`config.mk`:
```
export PLATFORM = sky130hd
export DESIGN_NAME = branch_predictor_top
export DESIGN_NICKNAME = d
export VERILOG_FILES = /design/src/hw/bp_pkg.sv /design/src/hw/btb.sv /design/src/hw/direction_counters.sv /design/src/hw/fetch_fsm.sv /design/src/hw/branch_predictor_top.sv
export VERILOG_INCLUDE_DIRS = /design/src /design/src/include
export SDC_FILE = /design/constraint.sdc
export NUM_CORES = 1
export LEC_CHECK = 0
export BUFFER_PORTS_ARGS = -buffer_cell sky130_fd_sc_hd__buf_4
export CAP_MARGIN = 20
export CORE_MARGIN = 2
export CORE_UTILIZATION = 50
export CTS_CLUSTER_SIZE = 8
export DETAILED_ROUTE_END_ITERATION = 16
export PLACE_DENSITY = 0.77
export SLEW_MARGIN = 20
export SYNTH_ARGS = -nofsm -noshare
export SYNTH_HDL_FRONTEND = slang
export SYNTH_HIERARCHICAL = 1
export SYNTH_SLANG_ARGS = --single-unit
```
`constraint.sdc`:
```
create_clock -name clock -period 7.2 [get_ports clock]
set_input_delay 0.36 -clock clock [delete_from_list [all_inputs] [get_ports clock]]
set_output_delay 0.36 -clock clock [all_outputs]
set_load 0.05 [all_outputs]
```
`src/include/bp_macros.svh`:
```
/* Branch predictor sizing
   Table geometry, stored field widths and the fetch start address */

`ifndef BP_MACROS_SVH
`define BP_MACROS_SVH

// Tag bits kept per row, pc [15:6]
`define BP_TAG_SIZE 10

// Stored target bits, pc [13:2]
`define BP_TARGET_SIZE 12

`define BP_ROWS 16 // Rows in both tables

// First fetch address once reset is released
`define BP_RESET_PC 32'h0000_1000

`endif

```
`src/hw/bp_pkg.sv`:
```
/* Branch predictor types
   Address, table field and fetch state types shared by the predictor blocks */

`include "bp_macros.svh"

package bp_pkg;

	typedef logic [31:0] pc_t; // Any instruction address

	// Row select taken from pc [5:2]
	typedef logic [$clog2(`BP_ROWS)-1:0] btb_index_t;

	typedef logic [`BP_TAG_SIZE-1:0] btb_tag_t; // pc [15:6]
	typedef logic [`BP_TARGET_SIZE-1:0] btb_target_t; // Target pc [13:2]

	// 2-bit saturating counter, upper bit is the taken guess
	typedef logic [1:0] dir_ctr_t;

	// Fetch sequencing
	typedef enum logic [1:0] {
		FETCH_IDLE, // Held in reset
		FETCH_RUN, // Normal fetch
		FETCH_RECOVER // One bubble after a redirect
	} fetch_state_t;

endpackage

```
`src/hw/btb.sv`:
```
/* Branch target buffer
   Direct-mapped tag and target store with a write bypass into the fetch lookup */

`timescale 1ns/1ps
`include "bp_macros.svh"

module btb (
	input  logic         clock,
	input  logic         reset,
	input  bp_pkg::pc_t  lookup_pc, // Current fetch pc
	input  logic         wr_en, // Taken branch resolved in execute
	input  bp_pkg::pc_t  wr_pc, // Pc of the resolved branch
	input  bp_pkg::pc_t  wr_target, // Its computed target
	output logic         hit,
	output bp_pkg::pc_t  btb_target
);
	import bp_pkg::*;

	// Field positions within a pc
	localparam int IDX_LSB = 2;
	localparam int IDX_MSB = IDX_LSB + $clog2(`BP_ROWS) - 1;
	localparam int TAG_LSB = IDX_MSB + 1;
	localparam int TAG_MSB = TAG_LSB + `BP_TAG_SIZE - 1;
	localparam int TGT_LSB = 2;
	localparam int TGT_MSB = TGT_LSB + `BP_TARGET_SIZE - 1;

	logic [`BP_ROWS-1:0] valid;
	btb_tag_t            tag_mem [`BP_ROWS];
	btb_target_t         target_mem [`BP_ROWS];

	btb_index_t  lookup_idx;
	btb_tag_t    lookup_tag;
	btb_index_t  wr_idx;
	btb_tag_t    wr_tag;
	btb_target_t wr_tgt;
	logic        bypass;

	// Row contents as seen by the lookup
	logic        row_valid;
	btb_tag_t    row_tag;
	btb_target_t row_target;

	assign lookup_idx = lookup_pc[IDX_MSB:IDX_LSB];
	assign lookup_tag = lookup_pc[TAG_MSB:TAG_LSB];
	assign wr_idx     = wr_pc[IDX_MSB:IDX_LSB];
	assign wr_tag     = wr_pc[TAG_MSB:TAG_LSB];
	assign wr_tgt     = wr_target[TGT_MSB:TGT_LSB];

	// Same-row write this cycle wins over the stored row
	assign bypass = wr_en && (wr_idx == lookup_idx);

	always_comb begin
		row_valid  = valid[lookup_idx];
		row_tag    = tag_mem[lookup_idx];
		row_target = target_mem[lookup_idx];
		if (bypass) begin
			row_valid  = 1'b1;
			row_tag    = wr_tag;
			row_target = wr_tgt;
		end
	end

	assign hit = row_valid && (row_tag == lookup_tag);

	// Upper region and byte offset come from the fetching pc
	assign btb_target = {lookup_pc[31:TGT_MSB+1], row_target, lookup_pc[TGT_LSB-1:0]};

	// Only taken resolutions allocate or overwrite a row
	always_ff @(posedge clock) begin
		if (reset) begin
			valid <= '0;
			for (int i = 0; i < `BP_ROWS; i++) begin
				tag_mem[i]    <= '0;
				target_mem[i] <= '0;
			end
		end else if (wr_en) begin
			valid[wr_idx]      <= 1'b1;
			tag_mem[wr_idx]    <= wr_tag; // Replaces any older branch in the row
			target_mem[wr_idx] <= wr_tgt;
		end
	end

endmodule

```
`src/hw/direction_counters.sv`:
```
/* Direction counter table
   One 2-bit saturating counter per row, stepped by resolved branches */

`timescale 1ns/1ps
`include "bp_macros.svh"

module direction_counters (
	input  logic        clock,
	input  logic        reset,
	input  bp_pkg::pc_t lookup_pc, // Current fetch pc
	input  logic        upd_en, // Any resolved branch
	input  bp_pkg::pc_t upd_pc,
	input  logic        upd_taken, // Resolved direction
	output logic        predict_taken
);
	import bp_pkg::*;

	localparam int IDX_LSB = 2;
	localparam int IDX_MSB = IDX_LSB + $clog2(`BP_ROWS) - 1;
	localparam dir_ctr_t CTR_INIT = 2'b01; // Weakly not taken

	dir_ctr_t   ctr [`BP_ROWS];
	btb_index_t lookup_idx;
	btb_index_t upd_idx;
	dir_ctr_t   upd_next; // Stepped value of the updated row
	dir_ctr_t   lookup_ctr;

	// Saturating step toward the resolved direction
	function automatic dir_ctr_t ctr_step(input dir_ctr_t cur, input logic taken);
		dir_ctr_t stepped;
		stepped = cur;
		if (taken && cur != 2'b11)
			stepped = cur + 2'd1;
		else if (!taken && cur != 2'b00)
			stepped = cur - 2'd1;
		return stepped;
	endfunction

	assign lookup_idx = lookup_pc[IDX_MSB:IDX_LSB];
	assign upd_idx    = upd_pc[IDX_MSB:IDX_LSB];
	assign upd_next   = ctr_step(ctr[upd_idx], upd_taken);

	// Lookup sees this cycle's update on the same row
	assign lookup_ctr = (upd_en && upd_idx == lookup_idx) ? upd_next : ctr[lookup_idx];
	assign predict_taken = lookup_ctr[1]; // 10 and 11 mean taken

	always_ff @(posedge clock) begin
		if (reset) begin
			for (int i = 0; i < `BP_ROWS; i++)
				ctr[i] <= CTR_INIT;
		end else if (upd_en) begin
			ctr[upd_idx] <= upd_next;
		end
	end

endmodule

```
`src/hw/fetch_fsm.sv`:
```
/* Fetch sequencer
   Owns the fetch pc and picks sequential, predicted or redirected next address */

`timescale 1ns/1ps
`include "bp_macros.svh"

module fetch_fsm (
	input  logic        clock,
	input  logic        reset,
	input  logic        stall, // Hold fetch
	input  logic        if_branch, // Instruction at fetch_pc is a branch
	input  logic        hit, // Target buffer match
	input  logic        predict_taken, // Counter says taken
	input  bp_pkg::pc_t btb_target,
	input  logic        ex_redirect, // Wrong path detected in execute
	input  bp_pkg::pc_t ex_next_pc,
	output bp_pkg::pc_t fetch_pc,
	output logic        fetch_valid,
	output logic        pred_taken
);
	import bp_pkg::*;

	fetch_state_t state;
	fetch_state_t next_state;
	pc_t          pc;
	pc_t          next_pc;
	pc_t          seq_pc;

	assign seq_pc = pc + 32'd4;

	// Taken guess needs a branch, a matching row and a taken counter
	assign pred_taken = (state == FETCH_RUN) && !stall && if_branch && hit && predict_taken;

	always_comb begin
		next_state = state;
		next_pc    = pc;
		if (ex_redirect) begin
			// Execute overrides everything, stall included
			next_pc    = ex_next_pc;
			next_state = FETCH_RECOVER;
		end else begin
			case (state)
				FETCH_IDLE: begin
					next_pc    = `BP_RESET_PC; // Start address
					next_state = FETCH_RUN;
				end
				FETCH_RUN: begin
					if (!stall)
						next_pc = pred_taken ? btb_target : seq_pc;
				end
				FETCH_RECOVER: begin
					// Single bubble then resume at the redirect pc
					next_state = FETCH_RUN;
				end
				default: begin
					next_state = FETCH_IDLE;
				end
			endcase
		end
	end

	always_ff @(posedge clock) begin
		if (reset) begin
			state <= FETCH_IDLE;
			pc    <= `BP_RESET_PC; // Keeps the pc aligned while idle
		end else begin
			state <= next_state;
			pc    <= next_pc;
		end
	end

	assign fetch_pc    = pc;
	assign fetch_valid = (state == FETCH_RUN); // Low while idle and in the bubble

endmodule

```
`src/hw/branch_predictor_top.sv`:
```
/* Branch prediction subsystem
   Fetch sequencer with target buffer and direction counters */

`timescale 1ns/1ps

module branch_predictor_top (
	input  logic        clock,
	input  logic        reset,
	input  logic        stall,
	input  logic        if_branch,
	input  logic        ex_resolve, // Branch resolved this cycle
	input  bp_pkg::pc_t ex_pc,
	input  logic        ex_taken,
	input  bp_pkg::pc_t ex_target,
	input  logic        ex_redirect,
	input  bp_pkg::pc_t ex_next_pc,
	output bp_pkg::pc_t fetch_pc,
	output logic        fetch_valid,
	output logic        pred_taken
);
	import bp_pkg::*;

	logic btb_hit;
	pc_t  btb_target;
	logic dir_taken;
	logic btb_wr_en;

	// Only taken branches get a target buffer row
	assign btb_wr_en = ex_resolve && ex_taken;

	fetch_fsm u_fetch_fsm (
		.clock         (clock),
		.reset         (reset),
		.stall         (stall),
		.if_branch     (if_branch),
		.hit           (btb_hit),
		.predict_taken (dir_taken),
		.btb_target    (btb_target),
		.ex_redirect   (ex_redirect),
		.ex_next_pc    (ex_next_pc),
		.fetch_pc      (fetch_pc),
		.fetch_valid   (fetch_valid),
		.pred_taken    (pred_taken)
	);

	// Both tables look up the current fetch pc
	btb u_btb (
		.clock      (clock),
		.reset      (reset),
		.lookup_pc  (fetch_pc),
		.wr_en      (btb_wr_en),
		.wr_pc      (ex_pc),
		.wr_target  (ex_target),
		.hit        (btb_hit),
		.btb_target (btb_target)
	);

	direction_counters u_direction_counters (
		.clock         (clock),
		.reset         (reset),
		.lookup_pc     (fetch_pc),
		.upd_en        (ex_resolve), // Every resolution trains the counter
		.upd_pc        (ex_pc),
		.upd_taken     (ex_taken),
		.predict_taken (dir_taken)
	);

endmodule

```
==> summary.md, run 1 <==
| Metric | Value |
|---|---|
| Clock Tree Buf Depth | `3` |
| Total CTS buffers | `60` |
| Post-synth cell types | `between 80 and 90` |
| Mapped Nets | `around 1700` |
| Critical path class | `flip-flop to output port` |
| CP max stage cell | `dfxtp_2` |
| Largest net degree at the start of global routing | `60` |
| Final count of pins violating max slew | `0` |
| Min Clock Period, post-route | `about 5.9 ns` |
| Arrival time at the worst endpoint | `around 5.6 ns` |
| Port bufs | `98` |
| First-pass GRT wire length | `about 84 mm` |
| Via density | `around 6.2` |
| Sink Count | `between 400 and 500` |
| # rows | `76` |
| Htree depth | `2` |
| Worst-path cell chain | `buf_4 -> xnor2_1 -> nand3_1 -> nor2_1 -> o31ai_1 -> xnor2_1 -> nand4_1 -> nor4_2 -> nand3_1 -> or2_1 -> inv_2 -> buf_4` |
| Detail Placement HPWL | `around 34 mm` |
| Residual DRC count | `2` |
| Cts repair resizes | `0` |
| # fillers | `approximately 3300` |
| Placement Setup Slack | `~1.5 ns` |
| Clk slew on worst S/H paths | `roughly 0.05 ns` |
| Die Width | `approximately 210 um` |
| 1st-iter DRT viols | `between 1500 and 2000` |
| Drt pass-1 iters | `13` |
| Share of layout cells above drive strength 1 | `between 20% and 30%` |
| Post-synthesis async set-or-reset flop share | `0%` |
| Initial Utilization | `around half` |
| Power Total | `6.011 mW` |
| Highest clock rate | `around 170 MHz` |
| Yosys warning count | `6` |
| Setup ws final | `about 1.3 ns` |
| Outcome | `finished, violations left` |
| Final wirelength | `56.58 mm` |
| Setup crit end kind | `output port` |
| Hold WC Path Type | `input pin to flip-flop` |
| Fin. Hold Viols | `0` |
| Mapped cell area | `approximately 0.022 mm^2` |
| Slew @ Worst Pin | `1.056 ns` |
| # IOs | `approximately 140` |
| Yosys reg bits | `434` |
| Final nets | `between 1500 and 2000` |
| Synthesis-to-layout area growth | `12.54%` |
| DR WL/cell | `24.86 um` |
| VDD IR max | `around 0.00020 V` |
| Clk_skew | `0.02340 ns` |
| Setup TNS | `0 ns` |
| Placed insts | `~2200` |
| Cell Count, Final, Fillers Out | `approximately 2300` |
| Hold-fix buffers, CTS | `0` |
| Unrepaired setup endpoints after global routing | `no` |
| CP Launch Type | `flip-flop` |
| Final period utilization | `between 80% and 90%` |
| Post-synth top area cell | `edfxtp_1` |
| Core ar. | `approximately 0.043 mm^2` |
| Area contributors post-synth | `edfxtp_1 53%, mux4_2 9.9%, and2_1 8.9%, dfxtp_1 4.6%, mux2i_1 1.6%` |
| GP Congestion | `slightly below 0.9` |
| GRT Residual Overflow | `0` |
| Synth cell count leaders | `384 x edfxtp_1, 309 x and2_1, 95 x mux4_2, 89 x clkbuf_1, 61 x nand2_1` |
| Max_slew headroom | `29.24%` |
| Die area | `roughly 0.045 mm^2` |
| Vias after detailed routing | `14160` |
| Leak pwr | `8.430 nW` |
| Syn avg cell area | `13.53 um^2` |
| Max cap viols | `0` |
| Most frequent cell after synthesis | `edfxtp_1` |
| Endpoints failing setup | `0` |
| Die Y | `roughly 210 um` |
| Worst Path Required | `~6.8 ns` |
| Initial antenna violation count | `2` |
| Largest stage delay, worst path | `0.79 ns` |
| Clk root buf | `clkbuf_16` |
| Sequential fraction of the synthesis area | `between 50% and 60%` |
| Post-route ant nets | `0` |
| Worst hold margin | `just under 0.06 ns` |
| Crit-path max FO | `25` |
| Failing checks | `DRC` |
| All-Layer GR Usage | `about 25%` |
| Syn Inst Count | `1600` |
| Number of global-route vias before repair | `14000` |
| Setup Buffers After CTS | `0` |
| PwrDens | `roughly 250 mW/mm^2` |
| Most used DFF post-synth | `edfxtp_1` |
| Top cell type's share of synthesized area | `between 50% and 60%` |
| Worst-skew pair later-pin latency | `a little under 0.6 ns` |
| EDFF count, synth | `~380` |
| CTS tree | `built` |
-- placed cells by master, fill, tap and decap left out, types with 12 or more instances in the layout --
cell type | synthesis | routed
a21o_1 | 21 | 21
a21oi_1 | 21 | 21
a221oi_1 | 12 | 12
a22oi_1 | 18 | 18
and2_1 | 309 | 309
buf_4 | 24 | 143
clkbuf_1 | 89 | 36
clkbuf_16 | 0 | 60
dfxtp_1 | 50 | 46
edfxtp_1 | 384 | 384
mux2_2 | 20 | 20
mux2i_1 | 35 | 35
mux4_2 | 95 | 95
nand2_1 | 61 | 61
nand2b_1 | 27 | 27
nand3_1 | 32 | 32
nor2_1 | 57 | 57
nor2b_1 | 15 | 15
nor3_1 | 54 | 50
nor4_1 | 17 | 17
o21ai_0 | 31 | 19
o21ai_2 | 0 | 12
xnor2_1 | 17 | 17
xor2_1 | 23 | 23
-- sequential cells by signal (all words and copies together), names as in the netlist --
name                      flops
u_fetch_fsm/state             2
u_btb/target_mem            192
u_btb/valid                  16
u_fetch_fsm/fetch_pc         32
u_btb/tag_mem               160
u_direction_counters/ctr     32
-- cells by family (layout without fill, tap and decap cells) --
| kind of cell | after synthesis | in the layout | share of synthesized area (%) |
|---|---|---|---|
| xor+xnor | 42 | 42 | 1.769 |
| flops | 434 | 434 | 57.90 |
| other cells | 0 | 1 | 0 |
| fa+ha+maj | 3 | 3 | 0.1734 |
| mux | 159 | 159 | 13.57 |
| compound gates | 173 | 173 | 5.810 |
| simple gates | 621 | 621 | 16.63 |
| buf+inv | 168 | 258 | 4.151 |
-- worst paths after layout --
kind	startpoint	end	slack, ns	cells past startpoint
setup / recovery	u_fetch_fsm/fetch_pc[5]$_SDFFE_PP0P_	pred_taken	1.26	12
hold / removal	ex_next_pc[3]	u_fetch_fsm/fetch_pc[3]$_SDFFE_PP0P_	0.06	3
hold reg to reg	u_btb/valid[13]$_SDFFE_PP0P_	u_btb/valid[13]$_SDFFE_PP0P_	0.44	1
setup reg to reg	u_fetch_fsm/fetch_pc[5]$_SDFFE_PP0P_	u_fetch_fsm/fetch_pc[3]$_SDFFE_PP0P_	1.59	14
-- worst max-delay path: cells and delay by family, from the launching register on --
family / cells / cell delay, ns
and+or+nand+nor: 6 / 2.53
buffers and inverters: 3 / 1.08
DFF: 1 / 0.79
xor gates and xnor gates: 2 / 0.36
AOI/OAI and AO/OA: 1 / 0.20
-- where the power goes --
group          leakage [nW]  total (mW)  switching (mW)  internal, mW
Clock                 0.797        2.54            1.01          1.53
Sequential             4.05        2.93          0.0671          2.86
Combinational          3.59       0.540           0.322         0.218
-- final cells by class --
type / instances / area, um^2 / share of cell area, %
sequential: 434 / 12540 / 51.49
multi-input combinational: 998 / 8279 / 33.99
clock buffer: 96 / 1637 / 6.718
timing repair buffer: 143 / 1074 / 4.407
tap: 585 / 732.0 / 3.005
inverter: 16 / 60.06 / 0.2465
clock inverter: 3 / 33.78 / 0.1387
antenna: 1 / 2.502 / 0.01027
-- routing by layer --
layer	part of all wire [%]	up-vias	global-route usage, %
met1	38	7078	31.95
li1	-	6083	-
met4	4.2	2	10.71
met2	49	836	42.52
met5	0.023	-	0
met3	9.2	162	4.239
-- through the flow --
stage                     utilization, %  cell area [um^2]
final                              56.80             24360
after global routing               56.79             24360
after CTS                          56.79             24360
after detailed placement           52.90             22690
after global placement             52.90             22690
after floorplan                        -             21640
No activity file was read; power rests on OpenSTA's default activity.
==> run 2, diff against run 1 <==
clock period = 5.5 ns   (was 7.2 ns; I/O delays follow)
==> summary.md, run 2 (synthesis gave the netlist of run 1 again) <==
| Metric | Value |
|---|---|
| Setup ws final | `0.7620 ns (-0.4943 ns)` |
| Largest register by flop count | `u_btb/target_mem` |
| Largest regs | `u_btb/target_mem (192), u_btb/tag_mem (160)` |
| Hold-fix buffers, CTS | `14 (+14)` |
| Drt pass-1 iters | `6 (-7)` |
| Setup crit end kind | `output port` |
| Crit-path max FO | `17 (-32%)` |
| Clk network pwr share | `42.5% (+0.2 points)` |
| Placed insts | `2181 (+0.23%)` |
| Clk slew on worst S/H paths | `0.05 ns (about the same)` |
| Cts repair resizes | `0 (unchanged)` |
| Die area | `0.04497 mm^2 (unchanged)` |
| CTS tree | `built` |
| Slew @ Worst Pin | `0.9740 ns (-0.08157 ns)` |
| Clock Tree Buf Depth | `3 (unchanged)` |
| Setup Buffers After CTS | `0 (unchanged)` |
| Synthesis-to-layout area growth | `13.60%` |
| Final wirelength | `55.78 mm (-1.4%)` |
| # rows | `76 (unchanged)` |
| CP max stage cell | `mux2i_1` |
| Arrival time at the worst endpoint | `4.46 ns (-1.12 ns)` |
| Clk root buf | `clkbuf_16` |
| Core ar. | `0.04289 mm^2 (unchanged)` |
| Highest clock rate | `approximately 210 MHz` |
| Largest stage delay, worst path | `0.48 ns (-0.31 ns)` |
| PwrDens | `322.2 mW/mm^2 (+31%)` |
| Multi-input gate area | `0.008279 mm^2 (unchanged)` |
| Fin util | `57.33% (+0.53 points)` |
| Seq pwr share | `48.4% (-0.3 points)` |
| Number of global-route vias before repair | `14220 (+1.5%)` |
| Final count of pins violating max slew | `0 (unchanged)` |
| GRT Residual Overflow | `0 (unchanged)` |
| Max FFs per register | `192 (unchanged)` |
| Port bufs | `98 (unchanged)` |
| GP Congestion | `0.9059 (+2.0%)` |
| Sink Count | `434 (unchanged)` |
| Via density | `6.180 (-0.67%)` |
| Hold WC Path Type | `input pin to flip-flop` |
| Clk_skew | `0.02422 ns (+0.0008145 ns)` |
| Final nets | `1778 (+1.1%)` |
| Max_slew headroom | `34.82% (+5.6 points)` |
| Leak pwr | `8.531 nW (+1.2%)` |
| Net Sw Frac | `23.60% (+0.25 points)` |
| Die Y | `212.1 um (unchanged)` |
| All-Layer GR Usage | `24.92% (-0.15 points)` |
| Fin. Hold Viols | `0 (unchanged)` |
| Detail Placement HPWL | `34.38 mm (+1.2%)` |
| DR WL/cell | `24.30 um (-2.2%)` |
| First-pass GRT wire length | `84.12 mm (about the same)` |
| Largest net degree at the start of global routing | `61 (+1.7%)` |
| Outcome | `completed` |
| Most frequent cells in the layout | `384 x edfxtp_1, 309 x and2_1, 147 x buf_4, 95 x mux4_2, 61 x nand2_1` |
| Vias after detailed routing | `14180 (+0.16%)` |
| Worst-skew pair later-pin latency | `0.62 ns (+0.03 ns)` |
| Cell Int Power | `6.052 mW (+31%)` |
| Crit path buffers/inverters | `2 (-1)` |
| Placement Setup Slack | `0.7714 ns (-0.7305 ns)` |
| Max cap viols | `0 (unchanged)` |
| Die Width | `212.1 um (unchanged)` |
| Worst hold margin | `0.02416 ns (-0.03525 ns)` |
| Residual DRC count | `0 (-2)` |
| Htree depth | `2 (unchanged)` |
| Unrepaired setup endpoints after global routing | `no` |
| Combinational share of power | `9.1% (about the same)` |
| 1st-iter DRT viols | `1744 (unchanged)` |
| Worst-path cell chain | `mux2_2 -> o21ai_0 -> a211oi_1 -> nor2_1 -> o221ai_1 -> ha_1 -> mux2i_1 -> nand2b_1 -> o221a_2 -> a41oi_4 -> a21oi_1 -> nand3_1 -> or2_1 -> inv_2 -> buf_4` |
| Initial antenna violation count | `0 (-2)` |
| # fillers | `3245 (-0.15%)` |
| Post-route ant nets | `0 (unchanged)` |
| Reg area | `0.01254 mm^2 (unchanged)` |
| Kind of cell adding the most delay to the critical path | `compound AO/OA/AOI/OAI gates` |
| Total CTS buffers | `60 (unchanged)` |
| Endpoints failing setup | `0 (unchanged)` |
| Net switching power | `1.869 mW (+33%)` |
| Commonest non-fill, non-tap cell in the layout | `edfxtp_1` |
| Worst Path Required | `5.22 ns (-1.62 ns)` |
| Initial Utilization | `50.47% (unchanged)` |
| VDD IR max | `0.0002435 V (+20%)` |
| Final period utilization | `around 86%` |
| Cell Count, Final, Fillers Out | `2295 (+0.83%)` |
| Min Clock Period, post-route | `about 4.7 ns` |
| CP Launch Type | `flip-flop` |
| Critical path class | `flip-flop to output port` |
| Setup TNS | `0 ns (unchanged)` |
| # IOs | `137 (unchanged)` |
| Share of layout cells above drive strength 1 | `22.35% (+0.10 points)` |
-- run 2: tightest hold or removal path, cell delays in order --
cell,delay (ns)
buf_4,0.08
a222oi_1,0.08
o22ai_1,0.14
-- run 2: path summary, 6_finish.rpt --
check	from	to	slack, ns	depth (start not counted)
max	u_direction_counters/ctr[15][1]$_SDFFCE_PN0P_	pred_taken	0.76	15
min	ex_next_pc[13]	u_fetch_fsm/fetch_pc[13]$_SDFFE_PP0P_	0.02	3
max reg2reg	u_direction_counters/ctr[15][1]$_SDFFCE_PN0P_	u_fetch_fsm/fetch_pc[17]$_SDFFE_PP0P_	0.96	17
min reg2reg	u_btb/valid[3]$_SDFFE_PP0P_	u_btb/valid[3]$_SDFFE_PP0P_	0.44	1
-- run 2: cell type report --
class	count	share of cell area (%)
timing repair buffer	162	5.140
tap	585	2.977
sequential	434	51.01
clock buffer	95	6.641
inverter	16	0.2443
clock inverter	4	0.3053
multi-input combinational	998	33.67
antenna	1	0.01018
-- run 2: power by group through the flow --
stage | Combinational, mW | Sequential (mW) | Clock [mW]
after floorplan | 0.465 | 3.89 | 0
after global placement | 0.690 | 3.88 | 0
after detailed placement | 0.699 | 3.90 | 0
after CTS | 0.710 | 3.83 | 3.40
after global routing | 0.758 | 3.85 | 3.53
final | 0.719 | 3.84 | 3.37
-- run 2: through the flow --
step	instance area [um^2]	total power, mW
2_1_floorplan	21640	4.356
3_3_place_gp	22740	4.572
3_5_place_dp	22740	4.595
4_1_cts	24580	7.948
5_1_grt	24580	8.135
6_report	24590	7.921
-- run 2: per-layer routing --
layer	up-vias	GRT usage (%)	routed length, um
met5	-	0	0
li1	6121	-	-
met4	0	10.59	2194
met3	170	3.900	4914
met2	811	42.69	27590
met1	7081	31.61	21070
